### src/fetch_pkg.sv
package fetch_pkg;

	// One 64-bit memory beat, seen whole or as two instruction words
	typedef union packed {
		logic [63:0]      dword;
		logic [1:0][31:0] word;          // word[1] is the upper half
	} mem_beat_u;

	typedef struct packed {
		logic [31:0] addr;
	} cache_req_t;

	typedef struct packed {
		logic [31:0] data;
		logic [1:0]  resp;               // Bit 1 set on a miss
	} cache_rsp_t;

	typedef struct packed {
		logic [31:0] addr;
		logic [31:0] data;
		logic [7:0]  strb;
	} cache_fill_t;

	localparam logic [1:0] RESP_HIT  = 2'b00;
	localparam logic [1:0] RESP_MISS = 2'b10;

	localparam logic [1:0] MEM_OKAY  = 2'b00;   // Bus read status for a good beat
	localparam logic [7:0] FILL_STRB = 8'hff;   // Full-line instruction fill

endpackage

### src/ifu.sv
module ifu import fetch_pkg::*; #(
	parameter logic [31:0] SRAM_BASE = 32'h0f000000,
	parameter logic [31:0] SRAM_SIZE = 32'h00002000
) (
	input  logic        clock,
	input  logic        reset,
	input  logic        wb_valid,
	input  logic [31:0] pc,
	output logic [31:0] inst,
	output logic        ifu_aligned,
	output logic        idu_valid,

	output logic        cache_ar_valid,
	output cache_req_t  cache_ar,
	input  logic        cache_ar_ready,
	input  logic        cache_r_valid,
	input  cache_rsp_t  cache_r,
	output logic        cache_r_ready,

	output logic        cache_aw_valid,
	output logic        cache_w_valid,
	output cache_fill_t cache_fill,
	input  logic        cache_aw_ready,
	input  logic        cache_w_ready,
	input  logic        cache_b_valid,
	output logic        cache_b_ready,

	output logic        mem_ar_valid,
	output logic [31:0] mem_araddr,
	input  logic        mem_ar_ready,
	input  logic        mem_r_valid,
	input  mem_beat_u   mem_rdata,
	input  logic [1:0]  mem_rresp,
	output logic        mem_r_ready
);

	logic        in_sram;
	logic        busy;
	logic        accept;
	logic        rsp_fire;
	logic        rsp_hit;
	logic        rsp_miss;
	logic        beat_fire;
	logic        fill_done;
	logic        fetch_done;
	logic [31:0] beat_word;
	logic [7:0]  fill_strb;

	assign in_sram     = (pc - SRAM_BASE) < SRAM_SIZE;   // Unsigned window check
	assign ifu_aligned = in_sram;

	assign cache_r_ready = 1'b1;
	assign cache_b_ready = 1'b1;
	assign mem_r_ready   = 1'b1;

	assign cache_ar   = '{addr: pc};
	assign mem_araddr = pc;
	assign cache_fill = '{addr: pc, data: inst, strb: fill_strb};

	assign accept     = wb_valid & ~busy;
	assign rsp_fire   = cache_r_valid & cache_r_ready;
	assign rsp_hit    = rsp_fire & ~cache_r.resp[1];
	assign rsp_miss   = rsp_fire & cache_r.resp[1];
	assign beat_fire  = mem_r_valid & mem_r_ready;
	assign fill_done  = cache_b_valid & cache_b_ready;
	assign fetch_done = rsp_hit | fill_done | (beat_fire & in_sram);

	// SRAM beats carry two words, pc[2] picks one
	assign beat_word = in_sram ? mem_rdata.word[pc[2]] : mem_rdata.dword[31:0];

	always_ff @(posedge clock) begin
		if (reset) begin
			busy           <= 1'b1;   // Reset pc fetch in flight
			cache_ar_valid <= 1'b1;
			cache_aw_valid <= 1'b0;
			cache_w_valid  <= 1'b0;
			mem_ar_valid   <= 1'b0;
			idu_valid      <= 1'b0;
		end else begin
			busy           <= (busy & ~fetch_done) | accept;
			cache_ar_valid <= (cache_ar_valid & ~cache_ar_ready) | (accept & ~in_sram);
			cache_aw_valid <= (cache_aw_valid & ~cache_aw_ready) | rsp_miss;
			cache_w_valid  <= (cache_w_valid & ~cache_w_ready) | (beat_fire & ~in_sram);
			mem_ar_valid   <= (mem_ar_valid & ~mem_ar_ready) | rsp_miss
				| (accept & in_sram);
			idu_valid      <= fetch_done;
		end
	end

	always_ff @(posedge clock) begin
		if (rsp_hit) begin
			inst <= cache_r.data;
		end else if (beat_fire) begin
			inst <= beat_word;
		end
	end

	// A bad beat still reaches decode but is not cached
	always_ff @(posedge clock) begin
		if (beat_fire) begin
			fill_strb <= (mem_rresp == MEM_OKAY) ? FILL_STRB : 8'h00;
		end
	end

endmodule

### src/icache.sv
module icache import fetch_pkg::*; #(
	parameter int ICACHE_LINES = 16
) (
	input  logic        clock,
	input  logic        reset,

	input  logic        cache_ar_valid,
	input  cache_req_t  cache_ar,
	output logic        cache_ar_ready,
	output logic        cache_r_valid,
	output cache_rsp_t  cache_r,
	input  logic        cache_r_ready,

	input  logic        cache_aw_valid,
	input  logic        cache_w_valid,
	input  cache_fill_t cache_fill,
	output logic        cache_aw_ready,
	output logic        cache_w_ready,
	output logic        cache_b_valid,
	input  logic        cache_b_ready
);

	localparam int INDEX_W = $clog2(ICACHE_LINES);
	localparam int TAG_W   = 30 - INDEX_W;

	logic [TAG_W-1:0]        tag_mem  [ICACHE_LINES];
	logic [31:0]             data_mem [ICACHE_LINES];
	logic [ICACHE_LINES-1:0] line_valid;

	logic                    ar_fire;
	logic [INDEX_W-1:0]      rd_index;
	logic [TAG_W-1:0]        rd_tag;
	logic                    rd_hit;

	logic                    aw_fire;
	logic                    w_fire;
	logic                    aw_held;
	logic                    w_held;
	logic [31:0]             aw_addr_q;
	logic [31:0]             w_data_q;
	logic [7:0]              w_strb_q;
	logic [31:0]             wr_addr;
	logic [31:0]             wr_data;
	logic [7:0]              wr_strb;
	logic                    wr_go;
	logic                    wr_en;
	logic [INDEX_W-1:0]      wr_index;
	logic [TAG_W-1:0]        wr_tag;

	assign cache_ar_ready = 1'b1;
	assign cache_aw_ready = 1'b1;
	assign cache_w_ready  = 1'b1;

	assign ar_fire  = cache_ar_valid & cache_ar_ready;
	assign rd_index = cache_ar.addr[INDEX_W+1:2];
	assign rd_tag   = cache_ar.addr[31:INDEX_W+2];
	assign rd_hit   = line_valid[rd_index] && (tag_mem[rd_index] == rd_tag);

	always_ff @(posedge clock) begin
		if (reset) begin
			cache_r_valid <= 1'b0;
		end else begin
			cache_r_valid <= ar_fire | (cache_r_valid & ~cache_r_ready);
		end
	end

	always_ff @(posedge clock) begin
		if (ar_fire) begin
			cache_r.data <= data_mem[rd_index];
			cache_r.resp <= rd_hit ? RESP_HIT : RESP_MISS;
		end
	end

	assign aw_fire = cache_aw_valid & cache_aw_ready;
	assign w_fire  = cache_w_valid & cache_w_ready;

	// Address and data may arrive apart, the held copy wins
	assign wr_addr  = aw_held ? aw_addr_q : cache_fill.addr;
	assign wr_data  = w_held ? w_data_q : cache_fill.data;
	assign wr_strb  = w_held ? w_strb_q : cache_fill.strb;
	assign wr_go    = (aw_held | aw_fire) & (w_held | w_fire);
	assign wr_en    = wr_go & (|wr_strb);
	assign wr_index = wr_addr[INDEX_W+1:2];
	assign wr_tag   = wr_addr[31:INDEX_W+2];

	always_ff @(posedge clock) begin
		if (reset) begin
			aw_held       <= 1'b0;
			w_held        <= 1'b0;
			cache_b_valid <= 1'b0;
			line_valid    <= '0;    // Every first access misses
		end else begin
			aw_held       <= (aw_held | aw_fire) & ~wr_go;
			w_held        <= (w_held | w_fire) & ~wr_go;
			cache_b_valid <= wr_go | (cache_b_valid & ~cache_b_ready);
			if (wr_en) begin
				line_valid[wr_index] <= 1'b1;
			end
		end
	end

	always_ff @(posedge clock) begin
		if (aw_fire) begin
			aw_addr_q <= cache_fill.addr;
		end
		if (w_fire) begin
			w_data_q <= cache_fill.data;
			w_strb_q <= cache_fill.strb;
		end
	end

	always_ff @(posedge clock) begin
		if (wr_en) begin
			tag_mem[wr_index]  <= wr_tag;
			data_mem[wr_index] <= wr_data;
		end
	end

endmodule

### src/fetch_top.sv
module fetch_top import fetch_pkg::*; #(
	parameter logic [31:0] SRAM_BASE    = 32'h0f000000,
	parameter logic [31:0] SRAM_SIZE    = 32'h00002000,
	parameter int          ICACHE_LINES = 16
) (
	input  logic        clock,
	input  logic        reset,
	input  logic        wb_valid,
	input  logic [31:0] pc,
	output logic [31:0] inst,
	output logic        ifu_aligned,
	output logic        idu_valid,

	output logic        mem_ar_valid,
	output logic [31:0] mem_araddr,
	input  logic        mem_ar_ready,
	input  logic        mem_r_valid,
	input  mem_beat_u   mem_rdata,
	input  logic [1:0]  mem_rresp,
	output logic        mem_r_ready
);

	logic        cache_ar_valid;
	cache_req_t  cache_ar;
	logic        cache_ar_ready;
	logic        cache_r_valid;
	cache_rsp_t  cache_r;
	logic        cache_r_ready;
	logic        cache_aw_valid;
	logic        cache_w_valid;
	cache_fill_t cache_fill;
	logic        cache_aw_ready;
	logic        cache_w_ready;
	logic        cache_b_valid;
	logic        cache_b_ready;

	ifu #(
		.SRAM_BASE (SRAM_BASE),
		.SRAM_SIZE (SRAM_SIZE)
	) ifu_inst (
		.clock          (clock),
		.reset          (reset),
		.wb_valid       (wb_valid),
		.pc             (pc),
		.inst           (inst),
		.ifu_aligned    (ifu_aligned),
		.idu_valid      (idu_valid),
		.cache_ar_valid (cache_ar_valid),
		.cache_ar       (cache_ar),
		.cache_ar_ready (cache_ar_ready),
		.cache_r_valid  (cache_r_valid),
		.cache_r        (cache_r),
		.cache_r_ready  (cache_r_ready),
		.cache_aw_valid (cache_aw_valid),
		.cache_w_valid  (cache_w_valid),
		.cache_fill     (cache_fill),
		.cache_aw_ready (cache_aw_ready),
		.cache_w_ready  (cache_w_ready),
		.cache_b_valid  (cache_b_valid),
		.cache_b_ready  (cache_b_ready),
		.mem_ar_valid   (mem_ar_valid),
		.mem_araddr     (mem_araddr),
		.mem_ar_ready   (mem_ar_ready),
		.mem_r_valid    (mem_r_valid),
		.mem_rdata      (mem_rdata),
		.mem_rresp      (mem_rresp),
		.mem_r_ready    (mem_r_ready)
	);

	icache #(
		.ICACHE_LINES (ICACHE_LINES)
	) icache_inst (
		.clock          (clock),
		.reset          (reset),
		.cache_ar_valid (cache_ar_valid),
		.cache_ar       (cache_ar),
		.cache_ar_ready (cache_ar_ready),
		.cache_r_valid  (cache_r_valid),
		.cache_r        (cache_r),
		.cache_r_ready  (cache_r_ready),
		.cache_aw_valid (cache_aw_valid),
		.cache_w_valid  (cache_w_valid),
		.cache_fill     (cache_fill),
		.cache_aw_ready (cache_aw_ready),
		.cache_w_ready  (cache_w_ready),
		.cache_b_valid  (cache_b_valid),
		.cache_b_ready  (cache_b_ready)
	);

endmodule

### config.mk
export PLATFORM = sky130hd
export DESIGN_NAME = fetch_top
export DESIGN_NICKNAME = d
export VERILOG_FILES = /design/src/fetch_pkg.sv /design/src/ifu.sv /design/src/icache.sv /design/src/fetch_top.sv
export SDC_FILE = /design/constraint.sdc
export NUM_CORES = 1
export LEC_CHECK = 0
export ABC_CLOCK_PERIOD_IN_PS = 6000
export BUFFER_PORTS_ARGS = -buffer_cell sky130_fd_sc_hd__buf_2
export CORE_MARGIN = 2
export CORE_UTILIZATION = 45
export DETAILED_ROUTE_END_ITERATION = 7
export PLACE_DENSITY = 0.62
export SETUP_SLACK_MARGIN = 0.2
export SYNTH_ARGS = -nofsm -noshare
export SYNTH_HDL_FRONTEND = slang
export SYNTH_SLANG_ARGS = --single-unit
### constraint.sdc
create_clock -name clock -period 6 [get_ports clock]
set_input_delay 0.6 -clock clock [delete_from_list [all_inputs] [get_ports clock]]
set_output_delay 0.6 -clock clock [all_outputs]
set_load 0.1 [all_outputs]
==> impl_metrics.ini, run 1 <==
[outcome]
status = finished clean

[clocking]
cts_tree = done
clk_latency_ps = 690
htree_levels = 3
cts_max_path_buffers = 3
root_buffer = clkbuf_16
post-cts-setup-buffers = 0
numCtsBuffers = 109
path_clk_slew_ps = 60
cts_hold_buf = 0
ctsResizeCount = 0
cts_sinks = 1083

[final_layout]
synthToLayoutAreaGrowth_pct = 13.3
drive_gt1_frac = 0.326
utilization = 0.514
n_fill_cell = 7325
nets = 2236
n_antenna_cell = 0

[setup_path]
cp-start-kind = input pin
slowest_stage = nor4_1
r2r.worst_path.cells = 6
r2r-end = icache_inst.data_mem[0][15]
r2r-start = icache_inst.w_held
worst_setup_path_end_kind = register
crit_fanout = 91
ff2ff_setup_slack_ps = 1980
path_class = input pin to register
max_stage_delay_ps = 1040
cp.required_ps = 6410
worst-path-buf-inv = 1
crit_arrival_ps = 4460
cp_cell_sequence = buf_8 -> mux4_2 -> mux2i_1 -> xor2_1 -> nand3_1 -> nor4_1 -> a41oi_1 -> or4_1
startpoint = pc[3]
cpLargestDelayFamily = simple AND/OR/NAND/NOR gates

[drt]
vias_per_cell = 5.81
remaining_drc_errors = 0
first_pass_iters = 8
wirelength_mm = 96.5
drtIter0Drc = 2212
via_count = 20200
routedWlPerCell_um = 27.8
antenna_left = 0

[sta]
setup_tns_ps = 0
worst_pin_slew_ps = 1200
setup_viol = 0
rsz0062_at_grt = no
finalClockSkew_ps = 26.1
maxSlewHeadroom = 0.189
fmax_mhz = 247
hold_viol = 0
fin_crit_ps = 4050
report.final.slew_viol_count = 0
finalCritPeriodShare = 0.675

[logic_synthesis]
synthDistinctLibCells = 56
synthTopCellsByArea = edfxtp_1, mux4_2, mux2i_1, mux2_2, buf_4
synth_cells = 1966
synth_edf_count = 1057
ys_seq_area_frac = 0.761
yosys.area.top_type_share = 0.749
synth_seq_cells = 1083
synthesis.area_um2 = 42400
syn_nets = 2069
yosysTopAreaCell = edfxtp_1
synth-async-reset-ratio = 0
yosysMostFrequentCell = edfxtp_1
ys_top_cells_by_count = edfxtp_1, mux4_2, mux2i_1, buf_4, nor2_1
synth-main-ff-cell = edfxtp_1
ys.warnings.count = 0
avgSynthCellArea_um2 = 21.6

[global_routing]
grt_max_degree = 92
antenna_found_initial = 2
track_usage = 0.200
overflow = 0
grt_pass1_vias = 20900
grt_pass1_wl_mm = 142

[power]
p_leak_nw = 15.2
p_per_area_nw_per_um2 = 336
vdd_ir_drop_max_mv = 0.262

[floorplan]
rows = 112
core_area_um2 = 93300
start_util = 0.454
dieArea_um2 = 96600
die_h_um = 311
io_pins = 171
fp.dieW_um = 311

[placed_design]
gp_congestion = 0.775
place_hpwl_mm = 53.7
port_buffers = 165

[run]
drv_cap = 0

[worst_hold_path]
worstHoldPathType = input pin to register
holdCritStartpoint = mem_r_valid
hold_end = ifu_inst.fill_strb[6]
hold_path_depth = 1
-- metal layers --
layer	global-route usage	share of wire
met5	0	0.00013
met4	0.0572	0.024
met3	0.0374	0.076
met2	0.317	0.48
met1	0.287	0.42
-- state kept, by name, indices dropped and copies added (netlist names), 16 cells and up --
name / cells
icache_inst.line_valid: 16
icache_inst.w_data_q: 32
icache_inst.tag_mem: 416
icache_inst.aw_addr_q: 30
icache_inst.data_mem: 512
ifu_inst.inst: 32
icache_inst.cache_r: 33
-- cells by family after synthesis --
group	count (synthesis)	synth area share
flops	1083	0.761
other cells	1	0.0000885
simple gates	174	0.0179
compound gates	101	0.0153
xor+xnor	31	0.00641
buf+inv	172	0.0231
mux	404	0.176
-- area by class of cell --
cell class | instances | area (um2) | share of cell area
inverter | 11 | 41.3 | 0.000860
clock buffer | 129 | 2870 | 0.0597
multi-input combinational | 711 | 9270 | 0.193
sequential | 1083 | 32300 | 0.672
clock inverter | 70 | 681 | 0.0142
timing repair buffer | 217 | 1320 | 0.0275
tap | 1254 | 1570 | 0.0327
-- power breakdown --
part	switching (mW)	internal, mW	total, mW
Sequential	0.0360	8.43	8.47
Clock	2.83	3.88	6.71
Combinational	0.637	0.305	0.942
-- worst max path at each step --
stage	to	slack, ps	cells after the start
2_1_floorplan	icache_inst.data_mem[11][0]	660	11
3_3_place_gp	icache_inst.cache_r[1]	1480	8
3_5_place_dp	icache_inst.cache_r[1]	1420	8
4_1_cts	icache_inst.data_mem[0][15]	1980	6
5_1_grt	icache_inst.data_mem[0][15]	1720	6
6_report	icache_inst.cache_r[1]	1950	8
-- stage by stage --
| step | instance area (um2) | instances | power (mW) | setup WS [ps] | hold WS, ps |
|---|---|---|---|---|---|
| floorplan | 42400 | 1966 | 9.31 | 663 | 427 |
| global placement | 44500 | 3276 | 9.56 | 1480 | 444 |
| detailed placement | 44500 | 3276 | 9.58 | 1420 | 455 |
| CTS | 48000 | 3475 | 16.3 | 1980 | 128 |
| global route | 48000 | 3475 | 16.6 | 1720 | 149 |
| finish | 48000 | 3475 | 16.1 | 1950 | 174 |
-- layout by cell type (no fill, tap or decap), types with 4 or more instances in the layout --
cell type and count:
buf_4 47, mux4_2 265, inv_1 10, o21ai_0 47, o22ai_1 7, mux2i_1 80
dfxtp_2 5, clkbuf_1 17, clkinv_1 26, nor3_1 8, xor2_1 13, a21oi_1 7
buf_2 161, nor2_1 50, clkinvlp_4 4, edfxtp_1 1057, or3_1 4, a221o_1 4
xnor2_1 18, o21ai_1 4, clkbuf_16 112, clkinv_2 18, nor4_1 6, o2bb2ai_1 4
nand2_1 65, nor2_4 16, buf_12 6, dfxtp_1 21, mux2_2 58, nand2b_1 4
bufinv_16 11
Note: power is estimated with default switching activity, not from simulation.
==> run 2, diff against run 1 <==
--- a/config.mk
+++ b/config.mk
@@ -5,7 +5,7 @@
 export SDC_FILE = /design/constraint.sdc
 export NUM_CORES = 1
 export LEC_CHECK = 0
-export ABC_CLOCK_PERIOD_IN_PS = 6000
+export ABC_CLOCK_PERIOD_IN_PS = 3800
 export BUFFER_PORTS_ARGS = -buffer_cell sky130_fd_sc_hd__buf_2
 export CORE_MARGIN = 2
 export CORE_UTILIZATION = 45
==> constraint.sdc (replaced) <==
create_clock -name clock -period 3.8 [get_ports clock]
set_input_delay 0.38 -clock clock [delete_from_list [all_inputs] [get_ports clock]]
set_output_delay 0.38 -clock clock [all_outputs]
set_load 0.1 [all_outputs]
==> run 2 against run 1 <==
Compared with the run above: global-route usage rose by 0.25 points; power rose by 59%; non-clock buffer count rose by 50; largest cell class unchanged.
==> impl_metrics.ini, run 2 (same netlist as run 1, synthesis figures left out) <==
[power]
pwr-share-comb = 0.059
pwr-share-clk = 0.418
internal_power_mw = 20.0
p_sw_frac = 0.217
p_switching_mw = 5.54
p_per_area_nw_per_um2 = 523
p_leak_nw = 15.6
finalPower_mw = 25.6
pwr-share-seq = 0.523
vdd_ir_drop_max_mv = 0.431

[floorplan]
io_pins = 171
dieArea_um2 = 96600
start_util = 0.454
core_area_um2 = 93300
rows = 112
fp.dieW_um = 311
die_h_um = 311

[final_layout]
largest_reg_flops = 512
n_fill_cell = 7269
nets = 2286
design_area_um2 = 48800
fin_cells = 3533
drive_gt1_frac = 0.331
reg_top3 = icache_inst.data_mem (512), icache_inst.tag_mem (416), icache_inst.cache_r (33)
final_cell_mix = edfxtp_1, mux4_2, buf_2
register_area_um2 = 32300
synthToLayoutAreaGrowth_pct = 15.3
multi_input_area_um2 = 9270
final_common_cell = edfxtp_1
largest-register = icache_inst.data_mem

[drt]
first_pass_iters = 5
remaining_drc_errors = 0
vias_per_cell = 5.76
via_count = 20300
drtIter0Drc = 1789
antenna_left = 0
routedWlPerCell_um = 27.6
wirelength_mm = 97.7

[sta]
hold_viol = 0
timing.hold.ws_ps = 50.4
report.final.slew_viol_count = 0
fmax_mhz = 319
finalClockSkew_ps = 24.1
rsz0062_at_grt = no
maxSlewHeadroom = 0.228
finalCritPeriodShare = 0.824
setup_viol = 0
fin_crit_ps = 3130
worst_pin_slew_ps = 1160

[setup_path]
startpoint = icache_inst.tag_mem[14][16]
slowest_stage = or4_1
cp.required_ps = 4230
crit_arrival_ps = 3560
cp_cell_sequence = mux4_1 -> xnor2_1 -> a221o_1 -> a221o_1 -> a2111oi_2 -> nand4_1 -> or4_1
cp-start-kind = register
worst-path-buf-inv = 0
path_class = register to register
r2r-end = icache_inst.cache_r[1]
r2r.worst_path.cells = 7
ff2ff_setup_slack_ps = 670
cpLargestDelayFamily = compound AO/OA/AOI/OAI gates
worst-path-stages = 7
crit_fanout = 1
crit_end = icache_inst.cache_r[1]
worst_setup_path_end_kind = register
r2r-start = icache_inst.tag_mem[14][16]
max_stage_delay_ps = 540
cp_common_cell = a221o_1

[clocking]
cts_tree = done
post-cts-setup-buffers = 0
cts_max_path_buffers = 3
path_clk_slew_ps = 60
cts_hold_buf = 19
clk_latency_ps = 700
cts_sinks = 1083
root_buffer = clkbuf_16
numCtsBuffers = 109
ctsResizeCount = 0
htree_levels = 3

[global_routing]
track_usage = 0.203
overflow = 0
grt_pass1_wl_mm = 143
grt_pass1_vias = 21000
antenna_found_initial = 1
grt_max_degree = 78

[run]
drv_cap = 0

[outcome]
status = finished clean

[placed_design]
gp_congestion = 0.782
postPlaceCellArea_um2 = 45100
place_hpwl_mm = 53.3
dp.cells = 3307
port_buffers = 165

[worst_hold_path]
worstHoldPathType = input pin to register
run 2: worst min-delay path by stage:
| stage | to | start | cells past startpoint |
|---|---|---|---|
| finish | icache_inst.aw_addr_q[31] | pc[31] | 1 |
| global placement | icache_inst.line_valid[14] | icache_inst.line_valid[14] | 2 |
| floorplan | icache_inst.w_strb_q[6] | ifu_inst.fill_strb[6] | 0 |
| CTS | icache_inst.aw_addr_q[13] | pc[13] | 1 |
| global route | icache_inst.aw_addr_q[31] | pc[31] | 1 |
| detailed placement | ifu_inst.busy | ifu_inst.busy | 1 |
run 2: worst register-to-register path, cell delays in order, from the launching register on:
cell       delay [ps]
edfxtp_1          360
mux4_1            510
xnor2_1           150
a221o_1           300
a221o_1           350
a2111oi_2         500
nand4_1           150
or4_1             540
run 2: layer usage:
layer | track usage | wire, um
met5 | 0 | 0
met4 | 0.0567 | 2380
met3 | 0.0383 | 6710
met2 | 0.323 | 47100
met1 | 0.289 | 41500
run 2: power groups by stage:
| stage | Sequential, mW | Combinational (mW) | Clock [mW] |
|---|---|---|---|
| 2_1_floorplan | 13.6 | 1.10 | 0 |
| 3_3_place_gp | 13.6 | 1.47 | 0 |
| 3_5_place_dp | 13.6 | 1.51 | 0 |
| 5_1_grt | 13.4 | 1.61 | 11.3 |
| 6_report | 13.4 | 1.51 | 10.7 |
| 4_1_cts | 13.4 | 1.52 | 10.9 |
run 2: stage by stage:
stage | utilization | setup slack, ps | TNS, ps
after floorplan | - | -380 | -87890
after global placement | 0.483 | 276 | 0
after detailed placement | 0.483 | 287 | 0
after CTS | 0.523 | 669 | 0
after global routing | 0.523 | 598 | 0
final | 0.523 | 670 | 0
run 2: final cells by class:
class                           instances  area share
Sequential cell                      1083       0.661
Clock inverter                         67      0.0143
Inverter                               11    0.000845
Antenna cell                            1   0.0000512
Multi-Input combinational cell        711       0.190
Timing Repair Buffer                  267      0.0431
Clock buffer                          139      0.0590
Tap cell                             1254      0.0321
==> run 3, diff against run 2 <==
--- a/config.mk
+++ b/config.mk
@@ -5,7 +5,7 @@
 export SDC_FILE = /design/constraint.sdc
 export NUM_CORES = 1
 export LEC_CHECK = 0
-export ABC_CLOCK_PERIOD_IN_PS = 3800
+export ABC_CLOCK_PERIOD_IN_PS = 3050
 export BUFFER_PORTS_ARGS = -buffer_cell sky130_fd_sc_hd__buf_2
 export CORE_MARGIN = 2
 export CORE_UTILIZATION = 45
==> constraint.sdc (replaced) <==
create_clock -name clock -period 3.05 [get_ports clock]
set_input_delay 0.305 -clock clock [delete_from_list [all_inputs] [get_ports clock]]
set_output_delay 0.305 -clock clock [all_outputs]
set_load 0.1 [all_outputs]
==> run 3 against run 2 <==
Compared with the run above: worst setup slack lost 540 ps; critical path depth is the same; cell area increased by 2.0%; count of clock-buffer cells in the layout fell by 4; clock skew up 8.5 ps; largest power group unchanged; global-route usage grew 0.41 points; critical path type unchanged; non-clock buffer count is 112 higher; register-to-register slack got worse by 540 ps.
==> impl_metrics.ini, run 3 (same netlist as run 1, synthesis figures left out) <==
[sta]
fin_crit_ps = 2920
worst_pin_slew_ps = 1000
hold_viol = 0
finalClockSkew_ps = 32.6
setup_viol = 0
finalCritPeriodShare = 0.959
setup_ws_ps = 126
rsz0062_at_grt = yes
fmax_mhz = 342
maxSlewHeadroom = 0.326
report.final.slew_viol_count = 0
timing.hold.ws_ps = 23.1

[final_layout]
largest-register = icache_inst.data_mem
nets = 2398
drive_gt1_frac = 0.338
utilization = 0.534
synthToLayoutAreaGrowth_pct = 17.6
largest_reg_flops = 512
reg_top3 = icache_inst.data_mem (512), icache_inst.tag_mem (416), icache_inst.cache_r (33)
design_area_um2 = 49800
final_common_cell = edfxtp_1
n_antenna_cell = 0
final_cell_mix = edfxtp_1, mux4_2, buf_2

[drt]
antenna_left = 0
drtIter0Drc = 2141
wirelength_mm = 99.3
remaining_drc_errors = 0
vias_per_cell = 5.73
via_count = 20800
first_pass_iters = 5
routedWlPerCell_um = 27.3

[clocking]
post-cts-setup-buffers = 0
cts_tree = done
cts_sinks = 1083
cts_max_path_buffers = 3
htree_levels = 3
numCtsBuffers = 109
root_buffer = clkbuf_16
clk_latency_ps = 690
path_clk_slew_ps = 70

[floorplan]
fp.dieW_um = 311
rows = 112
dieArea_um2 = 96600
start_util = 0.454
core_area_um2 = 93300
io_pins = 171
die_h_um = 311

[setup_path]
r2r.worst_path.cells = 7
startpoint = icache_inst.tag_mem[0][20]
cp_cell_sequence = mux4_2 -> mux2i_1 -> o22ai_1 -> a211o_1 -> nor4_1 -> a41oi_1 -> or4_1
path_class = register to register
r2r-end = icache_inst.cache_r[1]
cp.required_ps = 3470
r2r-start = icache_inst.tag_mem[0][20]
slowest_stage = or4_1
max_stage_delay_ps = 560
cp-start-kind = register
crit_fanout = 2
crit_arrival_ps = 3350
worst_setup_path_end_kind = register
crit_end = icache_inst.cache_r[1]
ff2ff_setup_slack_ps = 130

[global_routing]
antenna_found_initial = 2
grt_pass1_wl_mm = 146
track_usage = 0.207
overflow = 0
grt_max_degree = 66
grt_pass1_vias = 21800

[power]
vdd_ir_drop_max_mv = 0.505
p_leak_nw = 16.0
p_per_area_nw_per_um2 = 628
finalPower_mw = 31.3

[placed_design]
postPlaceCellArea_um2 = 45500
dp_slack_ps = -213
port_buffers = 165
place_hpwl_mm = 54.3
gp_congestion = 0.776

[outcome]
status = finished clean

[run]
drv_cap = 0

[worst_hold_path]
worstHoldPathType = input pin to register
[run 3: cell count changes in the layout (fill, tap and decap cells not counted), sizes merged]
| cell | change |
|---|---|
| dlygate4sd3 | +70 |
| buf | +42 |
| bufinv | -7 |
| clkbuf | -4 |
| clkinv | +4 |
| inv | -3 |
| clkinvlp | +1 |
| diode | -1 |
[run 3: critical path, delay by kind of cell, from the launching register on]
kind             cells  cell delay, ps
AO/OA/AOI/OAI        3             640
flip-flops           1             360
multiplexers         2             750
AND/OR/NAND/NOR      2             910
[run 3: what timing repair did]
item                                   4_1_cts  5_1_grt
hold buffers                                89        0
resized for setup                            2        0
setup endpoints to repair                    1        1
pin swaps                                    4        0
endpoints found under the hold margin       59        0
[run 3: cell type report]
class	instances	area (um2)
tap	1254	1570
clock buffer	135	2910
clock inverter	62	490
timing repair buffer	379	3220
inverter	11	41.3
multi-input combinational	711	9310
sequential	1083	32300
fill	7164	43500
[run 3: worst min-delay path by stage]
stage | start | to | slack (ps) | depth (start not counted)
finish | pc[29] | icache_inst.aw_addr_q[29] | 20 | 1
global placement | ifu_inst.busy | ifu_inst.busy | 450 | 1
floorplan | pc[10] | icache_inst.aw_addr_q[10] | 400 | 0
CTS | pc[30] | icache_inst.aw_addr_q[30] | 4 | 1
detailed placement | ifu_inst.busy | ifu_inst.busy | 450 | 1
global route | pc[29] | icache_inst.aw_addr_q[29] | 7 | 1
[run 3: power by group]
group / internal (mW) / total [mW] / switching (mW)
sequential: 16.6 / 16.6 / 0.0549
combinational: 0.750 / 2.03 / 1.28
clock: 7.17 / 12.6 / 5.47
[run 3: routing by layer]
layer  share of wire  global-route usage  routed length [um]
met3           0.069              0.0371                6880
met1            0.42               0.294               41900
met4           0.026              0.0575                2570
met5         0.00023                   0                  23
met2            0.48               0.332               47900
[run 3: per-stage QoR]
step | TNS [ps] | cells
5_1_grt | 0 | 3635
6_report | 0 | 3635
4_1_cts | 0 | 3635
3_3_place_gp | -5120 | 3349
2_1_floorplan | 0 | 1966
3_5_place_dp | -8100 | 3349
